==> src/source/wrapper_cfg_pkg.sv <==
// Wrapper common types
package wrapper_cfg_pkg;

    // Register word, also the entropy word
    typedef logic [31:0] data_t;

    // Full AXI4-Lite address
    typedef logic [31:0] addr_t;

    // Log character from the core
    typedef logic [7:0] char_t;

    // One strobe bit per byte lane
    typedef logic [3:0] strb_t;

    // AXI response codes in use
    typedef enum logic [1:0] {
        OKAY   = 2'b00,
        SLVERR = 2'b10
    } axi_resp_t;

endpackage

==> src/source/wrapper_regmap_pkg.sv <==
// Wrapper register map
package wrapper_regmap_pkg;

    import wrapper_cfg_pkg::*;

    // Low address bits seen by the decoder
    localparam int ADDR_DECODE_BITS = 8;

    // Byte offsets, one word each
    localparam logic [ADDR_DECODE_BITS-1:0] VERSION_OFFS       = 8'h00; // Read-only
    localparam logic [ADDR_DECODE_BITS-1:0] CONTROL_OFFS       = 8'h04;
    localparam logic [ADDR_DECODE_BITS-1:0] CYCLE_COUNT_OFFS   = 8'h08;
    localparam logic [ADDR_DECODE_BITS-1:0] ITRNG_DIVISOR_OFFS = 8'h0C;
    localparam logic [ADDR_DECODE_BITS-1:0] LOG_DATA_OFFS      = 8'h10;
    localparam logic [ADDR_DECODE_BITS-1:0] LOG_STATUS_OFFS    = 8'h14;
    localparam logic [ADDR_DECODE_BITS-1:0] ITRNG_DATA_OFFS    = 8'h18; // Write-only
    localparam logic [ADDR_DECODE_BITS-1:0] ITRNG_STATUS_OFFS  = 8'h1C;

    // Control fields
    localparam int CTRL_CPTRA_RST_B_BIT    = 0;
    localparam int CTRL_TRIG_AXI_RESET_BIT = 1;

    // Log data word, character in 7:0
    localparam int LOG_VALID_BIT = 8;

    // Shared by both FIFO status words
    localparam int STAT_EMPTY_BIT  = 0;
    localparam int STAT_FULL_BIT   = 1;
    localparam int ITRNG_FLUSH_BIT = 2;

    localparam data_t FPGA_VERSION = 32'h0001_0203;

endpackage

==> src/source/payload_fifo.sv <==
// Show-ahead payload FIFO
module payload_fifo #(
    parameter type payload_t = logic [7:0],
    parameter int  DEPTH     = 8
) (
    input  logic     core_clk,
    input  logic     hwif_out,
    input  logic     flush,
    input  logic     push,
    input  payload_t push_data,
    input  logic     pop,
    output payload_t head,
    output logic     empty,
    output logic     full,
    output logic     pop_valid,
    output payload_t pop_data
);

    localparam int PTR_W = (DEPTH > 1) ? $clog2(DEPTH) : 1;
    localparam int CNT_W = $clog2(DEPTH + 1);

    payload_t           mem [DEPTH];
    logic [PTR_W-1:0]   wr_ptr;
    logic [PTR_W-1:0]   rd_ptr;
    logic [CNT_W-1:0]   count;
    logic               push_ok;
    logic               pop_ok;

    assign empty   = (count == '0);
    assign full    = (count == CNT_W'(DEPTH));
    assign push_ok = push && !full;   // Dropped when full
    assign pop_ok  = pop && !empty;
    assign head    = mem[rd_ptr];

    always_ff @(posedge core_clk or negedge hwif_out) begin
        if (!hwif_out) begin
            wr_ptr    <= '0;
            rd_ptr    <= '0;
            count     <= '0;
            pop_valid <= 1'b0;
        end else if (flush) begin
            wr_ptr    <= '0;
            rd_ptr    <= '0;
            count     <= '0;
            pop_valid <= 1'b0;
        end else begin
            if (push_ok) begin
                wr_ptr <= (wr_ptr == PTR_W'(DEPTH - 1)) ? '0 : wr_ptr + 1'b1;
            end
            if (pop_ok) begin
                rd_ptr <= (rd_ptr == PTR_W'(DEPTH - 1)) ? '0 : rd_ptr + 1'b1;
            end
            count     <= count + CNT_W'(push_ok) - CNT_W'(pop_ok);
            pop_valid <= pop_ok;
        end
    end

    // Storage and popped word
    always_ff @(posedge core_clk) begin
        if (push_ok && !flush) begin
            mem[wr_ptr] <= push_data;
        end
        if (pop_ok) begin
            pop_data <= mem[rd_ptr];
        end
    end

endmodule

==> src/source/wrapper_timers.sv <==
// Reset pulse, throttle and cycle timers
module wrapper_timers
    import wrapper_cfg_pkg::*;
#(
    parameter int AXI_RESET_CYCLES = 16
) (
    input  logic  core_clk,
    input  logic  hwif_out,
    input  logic  cptra_rst_b,
    input  logic  trig_axi_reset,
    input  data_t itrng_divisor,
    input  logic  etrng_req,
    output logic  axi_reset,
    output logic  trng_pop_req,
    output data_t cycle_count
);

    localparam int PULSE_W = $clog2(AXI_RESET_CYCLES + 1);

    logic               trig_q;
    logic               trig_rise;
    logic [PULSE_W-1:0] pulse_cnt;
    data_t              throttle_cnt;

    // A new edge during a pulse is dropped
    assign trig_rise = trig_axi_reset && !trig_q && axi_reset;

    always_ff @(posedge core_clk or negedge hwif_out) begin
        if (!hwif_out) begin
            trig_q    <= 1'b0;
            pulse_cnt <= '0;
            axi_reset <= 1'b1;
        end else begin
            trig_q <= trig_axi_reset;
            if (trig_rise) begin
                pulse_cnt <= PULSE_W'(AXI_RESET_CYCLES - 1); // First low cycle counts
                axi_reset <= 1'b0;
            end else if (pulse_cnt != '0) begin
                pulse_cnt <= pulse_cnt - 1'b1;
                axi_reset <= 1'b0;
            end else begin
                axi_reset <= 1'b1;
            end
        end
    end

    // Entropy request gate, one pass per divisor period
    always_ff @(posedge core_clk or negedge hwif_out) begin
        if (!hwif_out) begin
            throttle_cnt <= '0;
            trng_pop_req <= 1'b0;
        end else if (throttle_cnt == '0) begin
            trng_pop_req <= etrng_req;
            throttle_cnt <= itrng_divisor;
        end else begin
            trng_pop_req <= 1'b0;
            throttle_cnt <= throttle_cnt - 1'b1;
        end
    end

    always_ff @(posedge core_clk or negedge hwif_out) begin
        if (!hwif_out) begin
            cycle_count <= '0;
        end else if (!cptra_rst_b) begin
            cycle_count <= '0; // Held while the core sits in reset
        end else begin
            cycle_count <= cycle_count + 1'b1;
        end
    end

endmodule

==> src/source/axil_reg_fsm.sv <==
// AXI4-Lite register block
module axil_reg_fsm
    import wrapper_cfg_pkg::*;
    import wrapper_regmap_pkg::*;
(
    input  logic      core_clk,
    input  logic      hwif_out,

    // AXI4-Lite slave
    input  addr_t     s_axil_awaddr,
    input  logic [2:0] s_axil_awprot,
    input  logic      s_axil_awvalid,
    output logic      s_axil_awready,
    input  data_t     s_axil_wdata,
    input  strb_t     s_axil_wstrb,
    input  logic      s_axil_wvalid,
    output logic      s_axil_wready,
    output logic      s_axil_bvalid,
    output axi_resp_t s_axil_bresp,
    input  logic      s_axil_bready,
    input  addr_t     s_axil_araddr,
    input  logic [2:0] s_axil_arprot,
    input  logic      s_axil_arvalid,
    output logic      s_axil_arready,
    output logic      s_axil_rvalid,
    output data_t     s_axil_rdata,
    output axi_resp_t s_axil_rresp,
    input  logic      s_axil_rready,

    // Timers
    input  data_t     cycle_count,
    output logic      cptra_rst_b,
    output logic      trig_axi_reset,
    output data_t     itrng_divisor,

    // Log FIFO
    input  char_t     log_head,
    input  logic      log_empty,
    input  logic      log_full,
    output logic      log_pop,

    // Entropy FIFO
    input  logic      itrng_empty,
    input  logic      itrng_full,
    output logic      itrng_push,
    output data_t     itrng_word,
    output logic      itrng_flush
);

    typedef enum logic [1:0] {
        IDLE,
        WRITE_RESP,
        READ_RESP
    } state_t;

    state_t    state_q;
    logic      wr_accept;
    logic      rd_accept;
    logic [ADDR_DECODE_BITS-1:0] waddr;
    logic [ADDR_DECODE_BITS-1:0] raddr;
    axi_resp_t wr_resp_n;
    axi_resp_t rd_resp_n;
    data_t     rd_data_n;
    axi_resp_t bresp_q;
    axi_resp_t rresp_q;
    data_t     rdata_q;
    data_t     ctrl_q;
    data_t     divisor_q;
    logic      flush_q;

    // Protection and strobes carry no meaning here, writes are always full words
    assign waddr = s_axil_awaddr[ADDR_DECODE_BITS-1:0];
    assign raddr = s_axil_araddr[ADDR_DECODE_BITS-1:0];

    // One transaction in flight, write wins a tie
    assign wr_accept = (state_q == IDLE) && s_axil_awvalid && s_axil_wvalid;
    assign rd_accept = (state_q == IDLE) && s_axil_arvalid && !wr_accept;

    assign s_axil_awready = wr_accept;
    assign s_axil_wready  = wr_accept;
    assign s_axil_arready = rd_accept;
    assign s_axil_bvalid  = (state_q == WRITE_RESP);
    assign s_axil_rvalid  = (state_q == READ_RESP);
    assign s_axil_bresp   = bresp_q;
    assign s_axil_rresp   = rresp_q;
    assign s_axil_rdata   = rdata_q;

    // Writable offsets
    always_comb begin
        case (waddr)
            CONTROL_OFFS,
            ITRNG_DIVISOR_OFFS,
            ITRNG_DATA_OFFS,
            ITRNG_STATUS_OFFS: wr_resp_n = OKAY;
            default:           wr_resp_n = SLVERR;
        endcase
    end

    // Read mux, unmapped and write-only give zero
    always_comb begin
        rd_data_n = '0;
        rd_resp_n = OKAY;
        case (raddr)
            VERSION_OFFS:       rd_data_n = FPGA_VERSION;
            CONTROL_OFFS:       rd_data_n = ctrl_q;
            CYCLE_COUNT_OFFS:   rd_data_n = cycle_count;
            ITRNG_DIVISOR_OFFS: rd_data_n = divisor_q;
            LOG_DATA_OFFS: begin
                if (!log_empty) begin
                    rd_data_n[7:0]           = log_head;
                    rd_data_n[LOG_VALID_BIT] = 1'b1;
                end
            end
            LOG_STATUS_OFFS: begin
                rd_data_n[STAT_EMPTY_BIT] = log_empty;
                rd_data_n[STAT_FULL_BIT]  = log_full;
            end
            ITRNG_STATUS_OFFS: begin
                rd_data_n[STAT_EMPTY_BIT]  = itrng_empty;
                rd_data_n[STAT_FULL_BIT]   = itrng_full;
                rd_data_n[ITRNG_FLUSH_BIT] = flush_q;
            end
            default:            rd_resp_n = SLVERR;
        endcase
    end

    always_ff @(posedge core_clk or negedge hwif_out) begin
        if (!hwif_out) begin
            state_q   <= IDLE;
            bresp_q   <= OKAY;
            rresp_q   <= OKAY;
            ctrl_q    <= '0;
            divisor_q <= '0;
            flush_q   <= 1'b0;
        end else begin
            case (state_q)
                IDLE: begin
                    if (wr_accept) begin
                        state_q <= WRITE_RESP;
                        bresp_q <= wr_resp_n;
                    end else if (rd_accept) begin
                        state_q <= READ_RESP;
                        rresp_q <= rd_resp_n;
                    end
                end
                WRITE_RESP: if (s_axil_bready) state_q <= IDLE;
                READ_RESP:  if (s_axil_rready) state_q <= IDLE;
                default:    state_q <= IDLE;
            endcase

            if (wr_accept) begin
                case (waddr)
                    CONTROL_OFFS:       ctrl_q    <= s_axil_wdata;
                    ITRNG_DIVISOR_OFFS: divisor_q <= s_axil_wdata;
                    ITRNG_STATUS_OFFS:  flush_q   <= s_axil_wdata[ITRNG_FLUSH_BIT];
                    default: ;
                endcase
            end
        end
    end

    // Sampled when the read is taken, before the pop lands
    always_ff @(posedge core_clk) begin
        if (rd_accept) begin
            rdata_q <= rd_data_n;
        end
    end

    assign cptra_rst_b    = ctrl_q[CTRL_CPTRA_RST_B_BIT];
    assign trig_axi_reset = ctrl_q[CTRL_TRIG_AXI_RESET_BIT];
    assign itrng_divisor  = divisor_q;

    assign log_pop     = rd_accept && (raddr == LOG_DATA_OFFS) && !log_empty;
    assign itrng_push  = wr_accept && (waddr == ITRNG_DATA_OFFS);
    assign itrng_word  = s_axil_wdata;
    assign itrng_flush = flush_q;

endmodule

==> src/source/fpga_wrapper_top.sv <==
// FPGA wrapper top level
module fpga_wrapper_top
    import wrapper_cfg_pkg::*;
#(
    parameter int LOG_FIFO_DEPTH   = 16,
    parameter int ITRNG_FIFO_DEPTH = 8,
    parameter int AXI_RESET_CYCLES = 16
) (
    input  logic       core_clk,
    input  logic       hwif_out,

    input  addr_t      s_axil_awaddr,
    input  logic [2:0] s_axil_awprot,
    input  logic       s_axil_awvalid,
    output logic       s_axil_awready,
    input  data_t      s_axil_wdata,
    input  strb_t      s_axil_wstrb,
    input  logic       s_axil_wvalid,
    output logic       s_axil_wready,
    output logic       s_axil_bvalid,
    output axi_resp_t  s_axil_bresp,
    input  logic       s_axil_bready,
    input  addr_t      s_axil_araddr,
    input  logic [2:0] s_axil_arprot,
    input  logic       s_axil_arvalid,
    output logic       s_axil_arready,
    output logic       s_axil_rvalid,
    output data_t      s_axil_rdata,
    output axi_resp_t  s_axil_rresp,
    input  logic       s_axil_rready,

    input  char_t      log_char,        // From the core's log port
    input  logic       log_char_valid,
    input  logic       etrng_req,
    output data_t      itrng_data,
    output logic       itrng_valid,
    output logic       axi_reset
);

    data_t cycle_count;
    logic  cptra_rst_b;
    logic  trig_axi_reset;
    data_t itrng_divisor;
    logic  trng_pop_req;
    char_t log_head;
    logic  log_empty;
    logic  log_full;
    logic  log_pop;
    logic  itrng_empty;
    logic  itrng_full;
    logic  itrng_push;
    data_t itrng_word;
    logic  itrng_flush;

    axil_reg_fsm u_regs (
        .core_clk, .hwif_out,
        .s_axil_awaddr, .s_axil_awprot, .s_axil_awvalid, .s_axil_awready,
        .s_axil_wdata, .s_axil_wstrb, .s_axil_wvalid, .s_axil_wready,
        .s_axil_bvalid, .s_axil_bresp, .s_axil_bready,
        .s_axil_araddr, .s_axil_arprot, .s_axil_arvalid, .s_axil_arready,
        .s_axil_rvalid, .s_axil_rdata, .s_axil_rresp, .s_axil_rready,
        .cycle_count, .cptra_rst_b, .trig_axi_reset, .itrng_divisor,
        .log_head, .log_empty, .log_full, .log_pop,
        .itrng_empty, .itrng_full, .itrng_push, .itrng_word, .itrng_flush
    );

    wrapper_timers #(.AXI_RESET_CYCLES(AXI_RESET_CYCLES)) u_timers (
        .core_clk, .hwif_out, .cptra_rst_b, .trig_axi_reset, .itrng_divisor,
        .etrng_req, .axi_reset, .trng_pop_req, .cycle_count
    );

    // Log characters, popped by host reads, never flushed
    payload_fifo #(.payload_t(char_t), .DEPTH(LOG_FIFO_DEPTH)) u_log_fifo (
        .core_clk, .hwif_out,
        .flush(1'b0), .push(log_char_valid), .push_data(log_char), .pop(log_pop),
        .head(log_head), .empty(log_empty), .full(log_full),
        .pop_valid(), .pop_data()
    );

    payload_fifo #(.payload_t(data_t), .DEPTH(ITRNG_FIFO_DEPTH)) u_itrng_fifo (
        .core_clk, .hwif_out,
        .flush(itrng_flush), .push(itrng_push), .push_data(itrng_word), .pop(trng_pop_req),
        .head(), .empty(itrng_empty), .full(itrng_full),
        .pop_valid(itrng_valid), .pop_data(itrng_data)
    );

endmodule

==> config.mk <==
export PLATFORM = sky130hd
export DESIGN_NAME = fpga_wrapper_top
export DESIGN_NICKNAME = d
export VERILOG_FILES = /design/src/source/wrapper_cfg_pkg.sv /design/src/source/wrapper_regmap_pkg.sv /design/src/source/payload_fifo.sv /design/src/source/wrapper_timers.sv /design/src/source/axil_reg_fsm.sv /design/src/source/fpga_wrapper_top.sv
export SDC_FILE = /design/constraint.sdc
export NUM_CORES = 1
export LEC_CHECK = 0
export BUFFER_PORTS_ARGS = -buffer_cell sky130_fd_sc_hd__buf_2
export CAP_MARGIN = 20
export CORE_MARGIN = 8
export CORE_UTILIZATION = 35
export CTS_CLUSTER_SIZE = 10
export DETAILED_ROUTE_END_ITERATION = 8
export PLACE_DENSITY = 0.51
export SETUP_SLACK_MARGIN = 0.02
export SYNTH_ARGS = -nofsm -noshare
export SYNTH_HDL_FRONTEND = slang
export SYNTH_HIERARCHICAL = 1
export SYNTH_SLANG_ARGS = --single-unit
export TNS_END_PERCENT = 1
==> constraint.sdc <==
create_clock -name core_clk -period 8 [get_ports core_clk]
set_clock_uncertainty 0.2 [all_clocks]
set_input_delay 0.4 -clock core_clk [delete_from_list [all_inputs] [get_ports core_clk]]
set_output_delay 0.4 -clock core_clk [all_outputs]
set_load 0.01 [all_outputs]
==> results of run 1 <==
[worst max-delay path, stage by stage (launching register included)]
cell	delay [ns]
dfrtp_1	0.39
inv_1	0.08
ha_1	0.19
or4b_4	0.51
inv_1	0.10
nor2_1	0.05
and4b_1	0.38
and2_1	0.23
nand2_2	0.08
inv_2	0.07
ha_1	0.28
inv_1	0.06
ha_1	0.15
inv_1	0.05
fa_1	0.37
nor2b_1	0.15
o21bai_1	0.10
nand3_1	0.08
nor3b_1	0.19
[layout by cell type, fill, tap and decap left out, types with 40 or more instances in the layout]
cell	count
mux2i_1	44
a21oi_1	44
inv_1	40
buf_2	137
edfxtp_1	448
mux4_2	61
dlygate4sd3_1	50
nor2_1	94
xnor2_1	44
mux2_2	87
nand2_1	50
dfrtp_1	160
clkbuf_16	75
[state kept, by name (all words and copies together) (netlist names), 5 cells and up]
signal                 count
u_timers/throttle_cnt     32
u_itrng_fifo/mem         256
u_regs/ctrl_q             32
u_itrng_fifo/pop_data     32
u_timers/cycle_count      32
u_regs/s_axil_rdata       32
u_log_fifo/count           5
u_log_fifo/mem           128
u_timers/pulse_cnt         5
u_regs/itrng_divisor      32
[stage by stage]
| step | area (µm²) | total power, mW |
|---|---|---|
| finish | 30300 | 7.82 |
| global route | 30300 | 8.16 |
| CTS | 30300 | 7.93 |
| detailed placement | 27600 | 4.81 |
| global placement | 27600 | 4.78 |
| floorplan | 26200 | 4.55 |
[power by group through the flow]
| stage | Combinational (mW) | Sequential, mW | Clock (mW) |
|---|---|---|---|
| 3_3_place_gp | 0.924 | 3.85 | 0 |
| 6_report | 0.966 | 3.80 | 3.05 |
| 3_5_place_dp | 0.950 | 3.86 | 0 |
| 2_1_floorplan | 0.771 | 3.78 | 0 |
| 4_1_cts | 0.981 | 3.80 | 3.15 |
| 5_1_grt | 1.07 | 3.82 | 3.26 |
[worst max path at each step]
stage	from	to	slack [ns]	cells after the start
final	u_log_fifo/count[2]	u_log_fifo/count[4]	4.19	18
after global routing	u_log_fifo/count[2]	u_log_fifo/count[4]	3.89	18
after CTS	u_log_fifo/count[2]	u_log_fifo/count[4]	4.19	18
after detailed placement	s_axil_araddr[1]	u_log_fifo/count[4]	3.88	16
after global placement	s_axil_araddr[1]	u_log_fifo/count[4]	3.95	16
after floorplan	s_axil_awaddr[1]	u_itrng_fifo/mem[1][0]	3.61	5
[what timing repair did]
action,4_1_cts,5_1_grt
gates resized for setup,0,0
endpoints found under the hold margin,497,0
hold buffers,50,0
[layout make-up]
| type | count | area (µm²) |
|---|---|---|
| Fill cell | 6724 | 43900 |
| Sequential cell | 613 | 17600 |
| Multi-Input combinational cell | 842 | 7760 |
| Clock buffer | 107 | 2010 |
| Timing Repair Buffer | 214 | 1390 |
| Tap cell | 969 | 1210 |
| Clock inverter | 12 | 173 |
| Inverter | 41 | 154 |
| Antenna cell | 1 | 2.50 |
[per-layer routing]
layer,vias up,GRT usage [%]
met5,-,0
met2,304,23.7
met4,0,4.01
met3,97,2.52
li1,6467,-
met1,7333,19.2
==> results.cfg, run 1 <==
[setup_path]
timing.rr.start = u_log_fifo/count[2]
regToRegSetupSlack_ns = 4.19
end_kind = flip-flop
reg2regPathDepth = 18
reg2reg_to = u_log_fifo/count[4]
path_class = reg -> reg
cp_max_fo = 9
crit_arrival_ns = 4.12
required_ns = 8.31
worstSetupStartpointType = flip-flop

[route]
dr_wl_met3_um = 2600
top_layer = met4
initialDrtViolationCount = 1023
wl_um = 60000
routed-wl-met2_um = 29400
ant_nets = 0
first_pass_iters = 5
drc_errors = 0
wl_met1_um = 26700
num_vias = 14200
routed_via_density = 5.07
wl_per_cell_um = 21.4

[outcome]
status = complete, no violations

[placement]
place_inst = 2628
io_buffers = 137
gp_congestion = 0.752
dp_hpwl_um = 37500
pre_cts_slack_ns = 3.88

[power]
ir_drop_uv = 155
clkPwrFrac_pct = 39.1
p_seq_share_pct = 48.6
combPwrFrac_pct = 12.4
p_sw_mw = 1.95
power.density_mw_per_mm2 = 258
swShare_pct = 25.0
p_int_mw = 5.86
p_leak_nw = 11.1

[timing]
setup_viol = 0
setup_slack_ns = 4.19
period_share_pct = 47.6
tns_ns = 0
hold_viol_final = 0
rsz0062_at_grt = no
timing.fmax_ghz = 0.262
max_slew_margin_pct = 28.6
max_slew.worst_pin.slew_ns = 1.07
drv_slew = 0
hold_ws_ns = 0.0419
fin_crit_ns = 3.81

[synthesis]
syn_inst = 1597
avgSynthCellArea_um2 = 16.4
syn_area_mm2 = 0.0262
ys_warn_count = 6

[min_path]
min_to = u_regs/state_q[0]
hp-start = s_axil_awvalid
whs_path_depth = 3
hp-class = in -> reg

[global_route]
antenna_found_initial = 6
overflow = 0
grt_max_degree = 85
grt_usage_pct = 14.3
grt_pass1_wl_um = 90700
grt_pass1_vias = 14800

[floorplanning]
initial_core_util_pct = 35.3
rows = 100
dieHeight_um = 289
die_area_mm2 = 0.0837
fp.coreArea_mm2 = 0.0742
fp.dieW_um = 289
top_level_ports = 198

[job]
maxCapViolCount = 0

[finish]
utilization_pct = 40.8
final_nets = 1937
drive_gt1_share_pct = 26.1
fin_cells = 2799
syn_to_final_growth_pct = 15.8

[clock_network]
cts_buffers = 74
insertion_delay_ns = 0.61
cts_root_buffer = clkbuf_16
cts_num_sinks = 613
cts_buffer_depth = 3
cts_max_level = 3
cts_tree = built
clkTransAtPathRegs_ns = 0.05
postCtsSetupRepairBufs = 0
No activity file was read; power rests on OpenSTA's default activity.
==> inputs of run 2 (changes only) <==
==> constraint.sdc (replaced) <==
create_clock -name core_clk -period 3.8 [get_ports core_clk]
set_clock_uncertainty 0.2 [all_clocks]
set_input_delay 0.19 -clock core_clk [delete_from_list [all_inputs] [get_ports core_clk]]
set_output_delay 0.19 -clock core_clk [all_outputs]
set_load 0.01 [all_outputs]
==> run 2 against run 1 <==
Core utilization up 0.47 points. Die area is the same. Sequential power grew 110%. Via count increased by 1.0%. Critical path depth stayed put. Clock-buffer cell count grew 8. Design area up 1.1%. Critical endpoint unchanged.
==> results.cfg, run 2 (synthesized netlist as in run 1, its figures left out) <==
[power]
p_leak_nw = 11.3
clkPwrFrac_pct = 39.2
combPwrFrac_pct = 12.9
total_power_mw = 16.6
power.density_mw_per_mm2 = 541
ir_drop_uv = 371
p_seq_share_pct = 47.9
p_int_mw = 12.5
swShare_pct = 24.9
p_sw_mw = 4.13

[clock_network]
cts_tree = built
insertion_delay_ns = 0.61
cts_num_sinks = 613
cts_max_level = 3
cts_buffer_depth = 3
postCtsSetupRepairBufs = 0
cts_root_buffer = clkbuf_16
cts_buffers = 74
clkTransAtPathRegs_ns = 0.06

[finish]
final_nets = 1962
layout_common_cells = edfxtp_1, dfrtp_1, buf_2, nor2_1, mux2_2
final_common_cell = edfxtp_1
top_regs = u_itrng_fifo/mem x256, u_log_fifo/mem x128
fill_cells = 6685
syn_to_final_growth_pct = 17.1
drive_gt1_share_pct = 26.4
largest_reg_flops = 256
largest_register = u_itrng_fifo/mem

[setup_path]
worstSetupStartpointType = flip-flop
cpMaxStageDelayCell = or4b_4
cp_cell_sequence = inv_1, ha_1, or4b_4, inv_1, nor2_1, and4b_1, and2_1, nand2_2, inv_2, ha_1, inv_1, ha_1, inv_1, fa_1, nor2b_1, o21bai_1, a21oi_1, nor3b_2
worst-path-buf-inv = 5
timing.rr.start = u_log_fifo/count[3]
cp_max_fo = 4
slowest_delay_ns = 0.49
required_ns = 4.08
crit_top_cell = inv_1
crit_start = u_log_fifo/count[3]
path_class = reg -> reg
reg2regPathDepth = 18
crit_arrival_ns = 3.82
end_kind = flip-flop
cp_top_family = simple AND/OR/NAND/NOR gates
crit_cells = 18

[placement]
gp_congestion = 0.771
pre_cts_slack_ns = 0.241
dp_hpwl_um = 38700
io_buffers = 137

[timing]
max_slew_margin_pct = 24.1
max_slew.worst_pin.slew_ns = 1.12
rsz0062_at_grt = no
setup_viol = 0
timing.fmax_ghz = 0.283
setup_slack_ns = 0.263
hold_viol_final = 0
period_share_pct = 93.1
fin_crit_ns = 3.54
drv_slew = 0

[route]
wl_um = 62000
drc_errors = 0
initialDrtViolationCount = 934
wl_per_cell_um = 21.9
num_vias = 14300
routed_via_density = 5.07
first_pass_iters = 5
ant_nets = 0

[floorplanning]
initial_core_util_pct = 35.3
fp.dieW_um = 289
die_area_mm2 = 0.0837
top_level_ports = 198
dieHeight_um = 289
fp.coreArea_mm2 = 0.0742
rows = 100

[global_route]
overflow = 0
grt_usage_pct = 14.8
antenna_found_initial = 4
grt_pass1_vias = 15100
grt_max_degree = 92
grt_pass1_wl_um = 93900

[min_path]
hp-class = in -> async

[job]
maxCapViolCount = 0

[outcome]
status = complete, no violations
-- run 2: cell types whose count changed in the layout (fill, tap and decap cells not counted), sizes merged --
| cell | delta |
|---|---|
| dlygate4sd3 | +12 |
| buf | +14 |
| diode | +1 |
| inv | -4 |
| clkinvlp | +1 |
| clkbuf | +7 |
-- run 2: final cells by class --
cell class | instances | area (µm²) | share of cell area (%)
Clock buffer | 115 | 2070 | 6.76
Inverter | 41 | 154 | 0.502
Tap cell | 969 | 1210 | 3.96
Clock inverter | 9 | 160 | 0.523
Timing Repair Buffer | 239 | 1680 | 5.47
Multi-Input combinational cell | 842 | 7760 | 25.4
Sequential cell | 613 | 17600 | 57.4
Antenna cell | 2 | 5.00 | 0.0163
-- run 2: final timing paths --
kind / end / slack [ns]
worst max-delay path: u_log_fifo/count[4] / 0.26
worst min-delay path: u_regs/ctrl_q[23] / 0.04
worst max register to register: u_log_fifo/count[4] / 0.26
worst min register to register: u_regs/ctrl_q[24] / 0.30
max in group asynchronous: u_itrng_fifo/rd_ptr[1] / 2.41
min in group core_clk: u_regs/s_axil_rdata[2] / 0.04
-- run 2: power by group through the flow --
stage          registers [mW]  logic [mW]  clock network, mW
3_5_place_dp             8.07        2.08                  0
5_1_grt                  8.00        2.37               6.95
3_3_place_gp             8.06        2.03                  0
4_1_cts                  7.95        2.17               6.71
6_report                 7.94        2.14               6.50
2_1_floorplan            7.96        1.62                  0
-- run 2: through the flow --
stage          area, µm²  TNS (ns)  hold slack (ns)  util [%]  instances
5_1_grt            30600         0           0.0222      41.3       2828
4_1_cts            30600         0         0.000617      41.3       2828
2_1_floorplan      26200    -18.34           -0.306         -       1603
6_report           30600         0           0.0365      41.3       2830
3_3_place_gp       27800         0            0.151      37.4       2642
3_5_place_dp       27800         0            0.146      37.4       2642
-- run 2: repair_timing --
action	in CTS	in global routing
endpoints found under the setup margin	0	1
endpoints found under the hold margin	549	0
resized for setup	0	1
hold buffers	62	0
-- run 2: metal layers --
layer / up-vias / share of wire (%) / track usage [%] / wire length [µm]
met5: - / 0 / 0 / 0
met4: 0 / 2.2 / 4.29 / 1390
met3: 90 / 3.7 / 2.45 / 2280
met2: 277 / 48 / 24.3 / 30000
met1: 7467 / 46 / 20.1 / 28300
li1: 6515 / - / - / -
==> inputs of run 3 (changes only) <==
==> constraint.sdc (replaced) <==
create_clock -name core_clk -period 3.4 [get_ports core_clk]
set_clock_uncertainty 0.2 [all_clocks]
set_input_delay 0.17 -clock core_clk [delete_from_list [all_inputs] [get_ports core_clk]]
set_output_delay 0.17 -clock core_clk [all_outputs]
set_load 0.01 [all_outputs]
==> run 3 against run 2 <==
Sequential share of layout area fell by 1.0 points. Die area stayed put. Worst setup slack lost 0.20 ns. Combinational power increased by 23%. Core utilization up 0.75 points. Design area is 1.8% higher. Via count increased by 0.29%. Routed wire length is 1.1% higher. Largest power group unchanged.
==> results.cfg, run 3 (synthesized netlist as in run 1, its figures left out) <==
[finish]
final_common_cell = edfxtp_1
fin_cells = 2872
final_nets = 1998
finalInstanceArea_mm2 = 0.0312
largest_reg_flops = 256
fill_cells = 6688
layout_common_cells = edfxtp_1, dfrtp_1, buf_2, nor2_1, mux2_2
syn_to_final_growth_pct = 19.2
top_regs = u_itrng_fifo/mem x256, u_log_fifo/mem x128
drive_gt1_share_pct = 28.5
largest_register = u_itrng_fifo/mem

[setup_path]
required_ns = 3.70
cp_max_fo = 2
worstSetupStartpointType = flip-flop
crit_arrival_ns = 3.64
regToRegSetupSlack_ns = 0.06
reg2regPathDepth = 18
reg2reg_to = u_log_fifo/count[4]
timing.rr.start = u_log_fifo/count[2]
end_kind = flip-flop
path_class = reg -> reg

[timing]
timing.fmax_ghz = 0.299
hold_viol_final = 0
fin_crit_ns = 3.34
tns_ns = 0
setup_viol = 0
drv_slew = 0
max_slew.worst_pin.slew_ns = 0.985
max_slew_margin_pct = 34.4
rsz0062_at_grt = yes
period_share_pct = 98.3

[placement]
place_inst = 2662
dpl-instance-area_mm2 = 0.0280
io_buffers = 137
gp_congestion = 0.784
dp_hpwl_um = 39100

[global_route]
overflow = 0
grt_pass1_vias = 15400
grt_max_degree = 58
met2_usage_pct = 24.6
top_usage_layer = met2
grt_usage_pct = 15.0
grt_pass1_wl_um = 95600
antenna_found_initial = 3
gr-usage-met3_pct = 2.79
use_met1_pct = 20.2

[job]
maxCapViolCount = 0

[floorplanning]
top_level_ports = 198
fp.coreArea_mm2 = 0.0742
fp.dieW_um = 289
rows = 100
initial_core_util_pct = 35.3
die_area_mm2 = 0.0837
dieHeight_um = 289

[power]
power.density_mw_per_mm2 = 610
ir_drop_uv = 390
p_leak_nw = 11.5
total_power_mw = 19.0

[route]
wl_per_cell_um = 21.8
ant_nets = 0
wl_um = 62600
routed_via_density = 5.01
first_pass_iters = 5
initialDrtViolationCount = 872
drc_errors = 0
num_vias = 14400

[clock_network]
clkTransAtPathRegs_ns = 0.05
cts_max_level = 3
cts_root_buffer = clkbuf_16
insertion_delay_ns = 0.63
cts_buffers = 75
cts_num_sinks = 613
cts_tree = built
cts_buffer_depth = 3

[min_path]
hp-class = in -> reg
min_to = u_itrng_fifo/wr_ptr[0]
whs_path_depth = 6
hp-start = s_axil_wvalid

[outcome]
status = complete, no violations
## run 3: per-stage QoR
| step | hold WS (ns) | util (%) | worst slack (ns) |
|---|---|---|---|
| floorplan | -0.326 | - | -0.139 |
| global placement | 0.0386 | 37.7 | 0.00624 |
| detailed placement | 0.0467 | 37.7 | -0.0615 |
| CTS | 0.0219 | 41.8 | 0.0220 |
| global route | 0.0555 | 42.0 | -0.0709 |
| finish | 0.0457 | 42.0 | 0.0581 |
## run 3: layout make-up
cell class                      instances  area, µm²  share of cell area [%]
Clock buffer                          123       2140                    6.86
Multi-Input combinational cell        842       7860                    25.2
Timing Repair Buffer                  274       2040                    6.55
Sequential cell                       613      17600                    56.4
Antenna cell                            1       2.50                 0.00802
Clock inverter                          9        183                   0.586
Inverter                               41        159                   0.510
Tap cell                              969       1210                    3.89
## run 3: worst max path at each step
| stage | startpoint | to | slack, ns | cells after the start |
|---|---|---|---|---|
| 3_5_place_dp | u_log_fifo/count[2] | u_log_fifo/count[4] | -0.06 | 18 |
| 2_1_floorplan | u_regs/state_q[1] | u_itrng_fifo/mem[7][0] | -0.14 | 5 |
| 4_1_cts | u_log_fifo/count[2] | u_log_fifo/count[4] | 0.02 | 18 |
| 6_report | u_log_fifo/count[2] | u_log_fifo/count[4] | 0.06 | 18 |
| 5_1_grt | u_log_fifo/count[3] | u_log_fifo/count[4] | -0.07 | 18 |
| 3_3_place_gp | u_log_fifo/count[2] | u_log_fifo/count[4] | 0.006 | 18 |
## run 3: report_power, final
part           internal, mW  switching, mW
clock                  4.47           3.08
combinational          1.31           1.32
sequential             8.46          0.391
## run 3: worst max-delay path, cell delays in order (launching register included)
cell and delay (ns):
dfrtp_1 0.38, inv_2 0.09, ha_4 0.14, or4b_4 0.49, inv_4 0.07, nor2_2 0.03
and4b_1 0.21, and2_4 0.18, nand2_4 0.07, inv_4 0.04, ha_4 0.22, inv_2 0.06
ha_4 0.12, inv_2 0.04, fa_2 0.41, nor2b_4 0.17, o21bai_4 0.09, a21oi_2 0.16
nor3b_2 0.06
## run 3: timing repair
action | CTS | global route
buffers inserted | 1 | 7
endpoints found under the setup margin | 1 | 3
hold buffers | 68 | 0
gates resized for setup | 7 | 18
pin swaps | 2 | 8
endpoints found under the hold margin | 604 | 0
## run 3: metal layers
layer	routed length (µm)	vias up	share of wire, %
met5	0	-	0
met2	30500	294	49
met1	28300	7407	45
met4	1290	0	2.1
li1	-	6607	-
met3	2550	83	4.1
